`config.mk`:
```
export PLATFORM = sky130hd
export DESIGN_NAME = mr_1r2w_top
export DESIGN_NICKNAME = d
export VERILOG_FILES = /design/src/common/mr_geom_pkg.sv /design/src/common/mr_cmd_pkg.sv /design/src/mr_core/mr_map_table.sv /design/src/mr_core/mr_bank_alloc.sv /design/src/mr_core/mr_bank.sv /design/src/hw/mr_1r2w_top.sv
export VERILOG_INCLUDE_DIRS = /design/src /design/src/common
export SDC_FILE = /design/constraint.sdc
export NUM_CORES = 2
export LEC_CHECK = 0
export ABC_AREA = 1
export BUFFER_PORTS_ARGS = -buffer_cell sky130_fd_sc_hd__buf_2
export CAP_MARGIN = 10
export CELL_PAD_IN_SITES_DETAIL_PLACEMENT = 1
export CELL_PAD_IN_SITES_GLOBAL_PLACEMENT = 2
export CORE_ASPECT_RATIO = 0.75
export CORE_UTILIZATION = 44
export CTS_CLUSTER_DIAMETER = 80
export CTS_CLUSTER_SIZE = 8
export DETAILED_ROUTE_END_ITERATION = 7
export GPL_TIMING_DRIVEN = 0
export PLACE_DENSITY_LB_ADDON = 0.1
export SKIP_LAST_GASP = 1
export SLEW_MARGIN = 20
export SYNTH_ARGS = -nofsm -noshare
export SYNTH_HDL_FRONTEND = slang
export SYNTH_SLANG_ARGS = --single-unit
```
`constraint.sdc`:
```
create_clock -name clk -period 15.9 [get_ports clk]
set_clock_uncertainty 0.2 [all_clocks]
set_input_delay 1.59 -clock clk [delete_from_list [all_inputs] [get_ports clk]]
set_output_delay 1.59 -clock clk [all_outputs]
set_load 0.005 [all_outputs]
```
`src/common/mr_defs.svh`:
```
// Geometry of the 1R2W memory.
// Each row holds 4 virtual banks spread over 6 single-port physical banks.

`ifndef MR_DEFS_SVH
`define MR_DEFS_SVH

// Data word width.
`define MR_WIDTH 16

// Rows per bank and virtual banks per row.
`define MR_NUM_ROW 16
`define MR_NUM_VBANK 4

// Two spare physical banks let two writes move away from a busy bank.
`define MR_NUM_PBANK (`MR_NUM_VBANK + 2)

// Index widths.
`define MR_ROW_BITS 4
`define MR_VBANK_BITS 2
`define MR_PBANK_BITS 3

`endif

```
`src/common/mr_geom_pkg.sv`:
```
// Geometry types of the 1R2W memory.
// Covers data words, row and bank indices, addresses and map rows.

`include "mr_defs.svh"

package mr_geom_pkg;

  typedef logic [`MR_WIDTH-1:0] data_t;        // One data word.

  typedef logic [`MR_ROW_BITS-1:0] row_t;      // Row inside a bank.

  typedef logic [`MR_VBANK_BITS-1:0] vbank_t;  // Virtual bank of a row.

  typedef logic [`MR_PBANK_BITS-1:0] pbank_t;  // Physical bank index.

  // Word address with the row in the high bits.
  typedef struct packed {
    row_t   row;
    vbank_t vbank;
  } addr_t;

  // Physical bank of every virtual bank in one row.
  typedef pbank_t [`MR_NUM_VBANK-1:0] map_row_t;

endpackage

```
`src/common/mr_cmd_pkg.sv`:
```
// Request and command types of the 1R2W memory.
// Covers the port strobes, the bank commands and the map table updates.

package mr_cmd_pkg;

  import mr_geom_pkg::*;

  // Read port request.
  typedef struct packed {
    logic  read;
    addr_t addr;
  } rd_req_t;

  // Write port request.
  typedef struct packed {
    logic  write;
    addr_t addr;
    data_t data;
  } wr_req_t;

  // Operation for one single-port bank.
  typedef enum logic [1:0] {
    BANK_IDLE  = 2'd0,
    BANK_READ  = 2'd1,
    BANK_WRITE = 2'd2
  } bank_op_e;

  typedef struct packed {
    bank_op_e op;
    row_t     row;
    data_t    data;   // Only used by writes.
  } bank_cmd_t;

  // Moves one virtual bank of a row to another physical bank.
  typedef struct packed {
    logic   vld;
    row_t   row;
    vbank_t vbank;
    pbank_t pbank;
  } map_upd_t;

endpackage

```
`src/mr_core/mr_map_table.sv`:
```
// Virtual to physical bank map of the 1R2W memory.
// One flop row per memory row, three lookups and two updates per cycle.

`timescale 1ns/1ps

`include "mr_defs.svh"

module mr_map_table
  import mr_geom_pkg::*;
  import mr_cmd_pkg::*;
(
  input  logic     clk,
  input  logic     rst_n,
  input  row_t     look_row [3],
  output map_row_t look_map [3],
  input  map_upd_t upd [2]
);

  map_row_t map_q [`MR_NUM_ROW];  // Current mapping of each row.

  // Lookups see the table as it stands before this cycle's updates.
  always_comb begin
    for (int i = 0; i < 3; i++) begin
      look_map[i] = map_q[look_row[i]];  // Read, port 0 and port 1 rows.
    end
  end

  // Both updates may hit one row but never one virtual bank,
  // so the two writes into a row never overlap.
  always_ff @(posedge clk or negedge rst_n) begin
    if (!rst_n) begin
      for (int r = 0; r < `MR_NUM_ROW; r++) begin
        for (int v = 0; v < `MR_NUM_VBANK; v++) begin
          map_q[r][v] <= pbank_t'(v);  // Identity mapping.
        end
      end
    end else begin
      for (int u = 0; u < 2; u++) begin
        if (upd[u].vld) begin
          map_q[upd[u].row][upd[u].vbank] <= upd[u].pbank;
        end
      end
    end
  end

endmodule

```
`src/mr_core/mr_bank_alloc.sv`:
```
// Bank allocator of the 1R2W memory.
// Gives the read and both writes separate physical banks and moves writes as needed.

`timescale 1ns/1ps

`include "mr_defs.svh"

module mr_bank_alloc
  import mr_geom_pkg::*;
  import mr_cmd_pkg::*;
(
  input  rd_req_t   rd_req,
  input  wr_req_t   wr_req [2],
  output row_t      look_row [3],
  input  map_row_t  look_map [3],
  output map_upd_t  upd [2],
  output bank_cmd_t bank_cmd [`MR_NUM_PBANK],
  output pbank_t    rd_pbank
);

  logic [1:0] wr_act;     // Write ports that really write this cycle.
  pbank_t     cur_pb [2]; // Bank each write's word sits in now.
  pbank_t     free0 [2];  // Lowest unused bank of the write row.
  pbank_t     free1 [2];  // Second unused bank of the write row.
  pbank_t     new_pb [2]; // Bank each write goes to.

  // Returns the lowest (sel low) or second lowest (sel high) bank not used in a row.
  function automatic pbank_t free_bank(input map_row_t m, input logic sel);
    logic        used;
    int unsigned cnt;
    pbank_t      res;
    cnt = 0;
    res = '0;
    for (int b = 0; b < `MR_NUM_PBANK; b++) begin
      used = 1'b0;
      for (int v = 0; v < `MR_NUM_VBANK; v++) begin
        if (m[v] == pbank_t'(b)) used = 1'b1;
      end
      if (!used) begin
        if (cnt == int'(sel)) res = pbank_t'(b);
        cnt++;
      end
    end
    return res;
  endfunction

  // Keeps the current bank if allowed, else the lowest allowed spare.
  function automatic pbank_t pick(input pbank_t cur, input pbank_t f0, input pbank_t f1,
                                  input logic ex_a_en, input pbank_t ex_a,
                                  input logic ex_b_en, input pbank_t ex_b);
    logic cur_bad;
    logic f0_bad;
    cur_bad = (ex_a_en && cur == ex_a) || (ex_b_en && cur == ex_b);
    f0_bad  = (ex_a_en && f0 == ex_a) || (ex_b_en && f0 == ex_b);
    if (!cur_bad) return cur;
    if (!f0_bad) return f0;
    return f1;
  endfunction

  assign look_row[0] = rd_req.addr.row;
  assign look_row[1] = wr_req[0].addr.row;
  assign look_row[2] = wr_req[1].addr.row;

  assign rd_pbank = look_map[0][rd_req.addr.vbank];

  // Port 1 wins when both ports write one address.
  assign wr_act[0] = wr_req[0].write &&
                     !(wr_req[1].write && wr_req[1].addr == wr_req[0].addr);
  assign wr_act[1] = wr_req[1].write;

  always_comb begin
    for (int p = 0; p < 2; p++) begin
      cur_pb[p] = look_map[p+1][wr_req[p].addr.vbank];
      free0[p]  = free_bank(look_map[p+1], 1'b0);
      free1[p]  = free_bank(look_map[p+1], 1'b1);
    end
    new_pb[0] = pick(cur_pb[0], free0[0], free1[0], rd_req.read, rd_pbank, 1'b0, '0);
    new_pb[1] = pick(cur_pb[1], free0[1], free1[1], rd_req.read, rd_pbank,
                     wr_act[0], new_pb[0]);
  end

  // A moved write records its new bank in the map.
  always_comb begin
    for (int p = 0; p < 2; p++) begin
      upd[p].vld   = wr_act[p] && (new_pb[p] != cur_pb[p]);
      upd[p].row   = wr_req[p].addr.row;
      upd[p].vbank = wr_req[p].addr.vbank;
      upd[p].pbank = new_pb[p];
    end
  end

  // Banks chosen above are all distinct, so the priority never drops an operation.
  always_comb begin
    for (int b = 0; b < `MR_NUM_PBANK; b++) begin
      bank_cmd[b] = '{op: BANK_IDLE, row: '0, data: '0};
      if (wr_act[1] && new_pb[1] == pbank_t'(b)) begin
        bank_cmd[b] = '{op: BANK_WRITE, row: wr_req[1].addr.row, data: wr_req[1].data};
      end else if (wr_act[0] && new_pb[0] == pbank_t'(b)) begin
        bank_cmd[b] = '{op: BANK_WRITE, row: wr_req[0].addr.row, data: wr_req[0].data};
      end else if (rd_req.read && rd_pbank == pbank_t'(b)) begin
        bank_cmd[b] = '{op: BANK_READ, row: rd_req.addr.row, data: '0};
      end
    end
  end

endmodule

```
`src/mr_core/mr_bank.sv`:
```
// Single-port memory bank.
// One read or one write per cycle, with registered read data.

`timescale 1ns/1ps

`include "mr_defs.svh"

module mr_bank
  import mr_geom_pkg::*;
  import mr_cmd_pkg::*;
(
  input  logic      clk,
  input  bank_cmd_t cmd,
  output data_t     rdata
);

  data_t mem [`MR_NUM_ROW];  // Storage array.

  always_ff @(posedge clk) begin
    case (cmd.op)
      BANK_WRITE: mem[cmd.row] <= cmd.data;
      BANK_READ:  rdata <= mem[cmd.row];  // Held until the next read.
      default: ;
    endcase
  end

endmodule

```
`src/hw/mr_1r2w_top.sv`:
```
// Top of the 1R2W memory.
// Joins the bank allocator and map table to six single-port banks.

`timescale 1ns/1ps

`include "mr_defs.svh"

module mr_1r2w_top
  import mr_geom_pkg::*;
  import mr_cmd_pkg::*;
(
  input  logic    clk,
  input  logic    rst_n,
  input  rd_req_t rd_req,
  input  wr_req_t wr_req [2],
  output logic    rd_vld,
  output data_t   rd_dout
);

  row_t      look_row [3];
  map_row_t  look_map [3];
  map_upd_t  upd [2];
  bank_cmd_t bank_cmd [`MR_NUM_PBANK];
  data_t     bank_rdata [`MR_NUM_PBANK];
  pbank_t    rd_pbank;
  pbank_t    rd_pbank_q;  // Bank whose data comes out this cycle.
  logic      rd_vld_q;    // First stage of the read valid.

  mr_map_table i_map_table (
    .clk      (clk),
    .rst_n    (rst_n),
    .look_row (look_row),
    .look_map (look_map),
    .upd      (upd)
  );

  mr_bank_alloc i_bank_alloc (
    .rd_req   (rd_req),
    .wr_req   (wr_req),
    .look_row (look_row),
    .look_map (look_map),
    .upd      (upd),
    .bank_cmd (bank_cmd),
    .rd_pbank (rd_pbank)
  );

  for (genvar b = 0; b < `MR_NUM_PBANK; b++) begin : g_bank
    mr_bank i_bank (
      .clk   (clk),
      .cmd   (bank_cmd[b]),
      .rdata (bank_rdata[b])
    );
  end

  // Read valid follows the bank read by two cycles.
  always_ff @(posedge clk or negedge rst_n) begin
    if (!rst_n) begin
      rd_vld_q <= 1'b0;
      rd_vld   <= 1'b0;
    end else begin
      rd_vld_q <= rd_req.read;
      rd_vld   <= rd_vld_q;
    end
  end

  always_ff @(posedge clk) begin
    rd_pbank_q <= rd_pbank;  // Lines up with the bank's read data.
    if (rd_vld_q) begin
      rd_dout <= bank_rdata[rd_pbank_q];
    end
  end

endmodule

```
==> results_dict.tcl <==
set metrics [dict create \
    worst_pin_slew_ns 1.312 \
    powerDensity_mw_per_mm2 184.1 \
    layout.area.seq_mm2 0.05448 \
    cp.arrival_ns 11.43 \
    fin_total_pwr_mw 18.93 \
    port_buffers 62 \
    num_rows 142 \
    drt-initial-drc-count 9631 \
    drt_first_pass_iters 7 \
    place_ws_ns 4.410 \
    dieArea_mm2 0.2045 \
    synth_seq_area_share 0.6109 \
    stdcell_count 13206 \
    synth_edf_count 1648 \
    fmax_mhz 89.49 \
    die_h_um 391.9 \
    crit_top_cell "nand2_1" \
    clk_pin_slew_worst_paths_ns 0.05 \
    worst-setup-path-type "input pin to flip-flop" \
    antenna_found_initial 28 \
    cts_tree "done" \
    finalSetupTns_ns 0 \
    drc 0 \
    maxCapViolations 0 \
    vdd_drop_max_v 0.0001381 \
    hold_path.class "flip-flop to flip-flop" \
    grt_max_degree 88 \
    io_pins 72 \
    syn_area_mm2 0.08918 \
    cts_setup_buffers 0 \
    slew_violations 0 \
    period_needed_ns 11.17 \
    grt_pass1_wl_um 546400 \
    num-nets-final 10516 \
    insertion_delay_ns 0.86 \
    hold_buffers 0 \
    utilization 0.5125 \
    hpwlAfterDp_um 282300 \
    area_growth_pct 15.27 \
    post_synth.cell_area_avg_um2 8.931 \
    multi_input_area_mm2 0.03058 \
    placed_cells 12831 \
    vias 77416 \
    grt_pass1_vias 76589 \
    cp.required_ns 16.15 \
    grt_use_total 0.3746 \
    critPathMaxStageDelay_ns 1.07 \
    vias_per_cell 5.862 \
    hold_viol_final 0 \
    cts_buffer_depth 4 \
    setup_violations 0 \
    fill_cells 22916 \
    cts-root-buf "clkbuf_16" \
    syn_inst 9986 \
    ys_ff_latch 1845 \
    drive_gt1_frac 0.1177 \
    cts_made_buffers 273 \
    syn_nets 10060 \
    p_leak_nw 43.64 \
    ys.flop_type "edfxtp_1" \
    synthArstFlopShare 0.1051 \
    fin_ws_ns 4.726 \
    max-slew-margin-rel 0.1164 \
    place_congestion 1.063 \
    cp-start-kind "input pin" \
    cp_max_fo 16 \
    start_util 0.4446 \
    yosysUniqueCellTypes 53 \
    wl_um 387100 \
    htreeDepth 5 \
    grt_overflow 0 \
    ant_nets 0 \
    cts.repair.resized 0 \
    endpoint_kind "flip-flop" \
    rsz0062_at_grt "no" \
    yosys_warnings 0 \
    crit_slowest_cell "o21ai_0" \
    wire_per_inst_um 29.31 \
    cts.sinks 1845 \
    period_share 0.7028 \
    dieWidth_um 521.9 \
    status "finished, final reports clean" \
    core_area_mm2 0.2006 \
]
per-stage QoR:
step / hold slack [ns] / area [µm²]
after floorplan: 0.3642 / 89180
after global placement: 0.3986 / 92820
after detailed placement: 0.4277 / 95320
after CTS: 0.3922 / 102700
after global routing: 0.4319 / 102700
final: 0.4103 / 102800
critical path, delay by kind of cell:
family	cells	cell delay (ns)
adder cells (fa/ha/maj)	3	0.93
AO/OA/AOI/OAI	4	1.81
AND/OR/NAND/NOR	25	4.54
buffers and inverters	11	2.50
sequential cells by signal, summed over array words and instances (netlist names):
signal,flops
g_bank.i_bank.mem,1536
g_bank.i_bank.rdata,96
i_map_table.map_q,192
rd_dout,16
rd_pbank_q,3
rd_vld,1
rd_vld_q,1
power by group:
| group | switching [mW] | internal (mW) | leakage [nW] | total, mW |
|---|---|---|---|---|
| Clock | 2.14 | 3.15 | 3.60 | 5.29 |
| Sequential | 0.383 | 6.14 | 17.4 | 6.52 |
| Combinational | 5.36 | 1.75 | 22.7 | 7.11 |
logic make-up (layout without fill, tap and decap cells):
family	after synthesis	in the layout	synth area share
simple gates	6010	6010	0.2695
flops	1845	1845	0.6109
buf+inv	1123	1654	0.05515
compound gates	974	974	0.05998
fa+ha+maj	19	19	0.002666
mux	10	10	0.001263
xor+xnor	5	5	0.0004911
other cells	0	25	0
worst paths after layout:
kind	from	to	slack, ns	cells after the start
worst max register to register	i_map_table.map_q[135]$_DFF_PN1_	g_bank[3].i_bank.mem[1][13]$_DFFE_PP_	5.98	43
worst min-delay path	g_bank[5].i_bank.rdata[8]$_DFFE_PN_	rd_dout[8]$_DFFE_PP_	0.41	2
worst max-delay path	wr_req[18]	g_bank[1].i_bank.mem[5][9]$_DFFE_PP_	4.73	43
min in group asynchronous	rst_n	i_map_table.map_q[124]$_DFF_PN0_	0.43	1
worst min register to register	g_bank[5].i_bank.rdata[8]$_DFFE_PN_	rd_dout[8]$_DFFE_PP_	0.41	2
max in group asynchronous	rst_n	i_map_table.map_q[19]$_DFF_PN1_	14.12	2
cell usage after synthesis (all sizes together) (4+ instances only):
master | count | share of area
nand2 | 4728 | 0.20
nor3 | 9 | 0.00056
a221oi | 22 | 0.0022
inv | 567 | 0.024
o221ai | 10 | 0.00098
ha | 19 | 0.0027
a21oi | 76 | 0.0044
nor2 | 395 | 0.019
dfrtp | 130 | 0.036
nand4 | 15 | 0.0011
nand3 | 855 | 0.048
o21ai | 721 | 0.041
o22ai | 109 | 0.0076
a22oi | 8 | 0.00067
edfxtp | 1648 | 0.55
o211ai | 4 | 0.00039
buf | 359 | 0.023
or2 | 5 | 0.00035
mux2 | 10 | 0.0013
clkbuf | 181 | 0.0076
o32ai | 18 | 0.0018
dfstp | 64 | 0.019
clkinv | 16 | 0.00067
layer usage:
| metal | wire, µm | up-vias | GRT usage | part of all wire |
|---|---|---|---|---|
| li1 | - | 33857 | - | - |
| met1 | 168800 | 38882 | 0.5412 | 0.44 |
| met2 | 162000 | 3919 | 0.5429 | 0.42 |
| met3 | 41710 | 756 | 0.09887 | 0.11 |
| met4 | 14500 | 2 | 0.1272 | 0.037 |
| met5 | 13 | - | 0 | 0.000034 |
placed cells by master, fill, tap and decap left out, types with 25 or more instances in the layout:
master,synthesis,final
nor2_2,16,117
buf_8,1,45
buf_1,44,40
a21oi_1,75,73
nor2_1,361,260
o21ai_1,139,139
dfstp_2,64,64
diode_2,0,25
nand2_2,46,46
o21ai_4,5,28
o22ai_1,109,109
nand3_1,848,848
o21ai_2,8,81
dfrtp_1,130,130
clkbuf_16,0,278
nand2_1,4681,4681
buf_6,21,83
buf_2,227,291
o21ai_0,569,473
inv_1,518,518
inv_2,48,48
clkbuf_1,181,221
edfxtp_1,1648,1648
buf_4,66,66
area by class of cell:
type                    instances  share of cell area
flip-flops and latches       1845              0.5300
multi-input cells            7018              0.2974
clock buffers                 331             0.06961
well taps                    2664             0.03242
plain buffers                 540             0.02674
inverters                     583             0.02131
repair buffers                181             0.01943
clock inverters                19            0.002459
diodes                         25           0.0006086
Note: power is estimated with default switching activity, not from simulation.
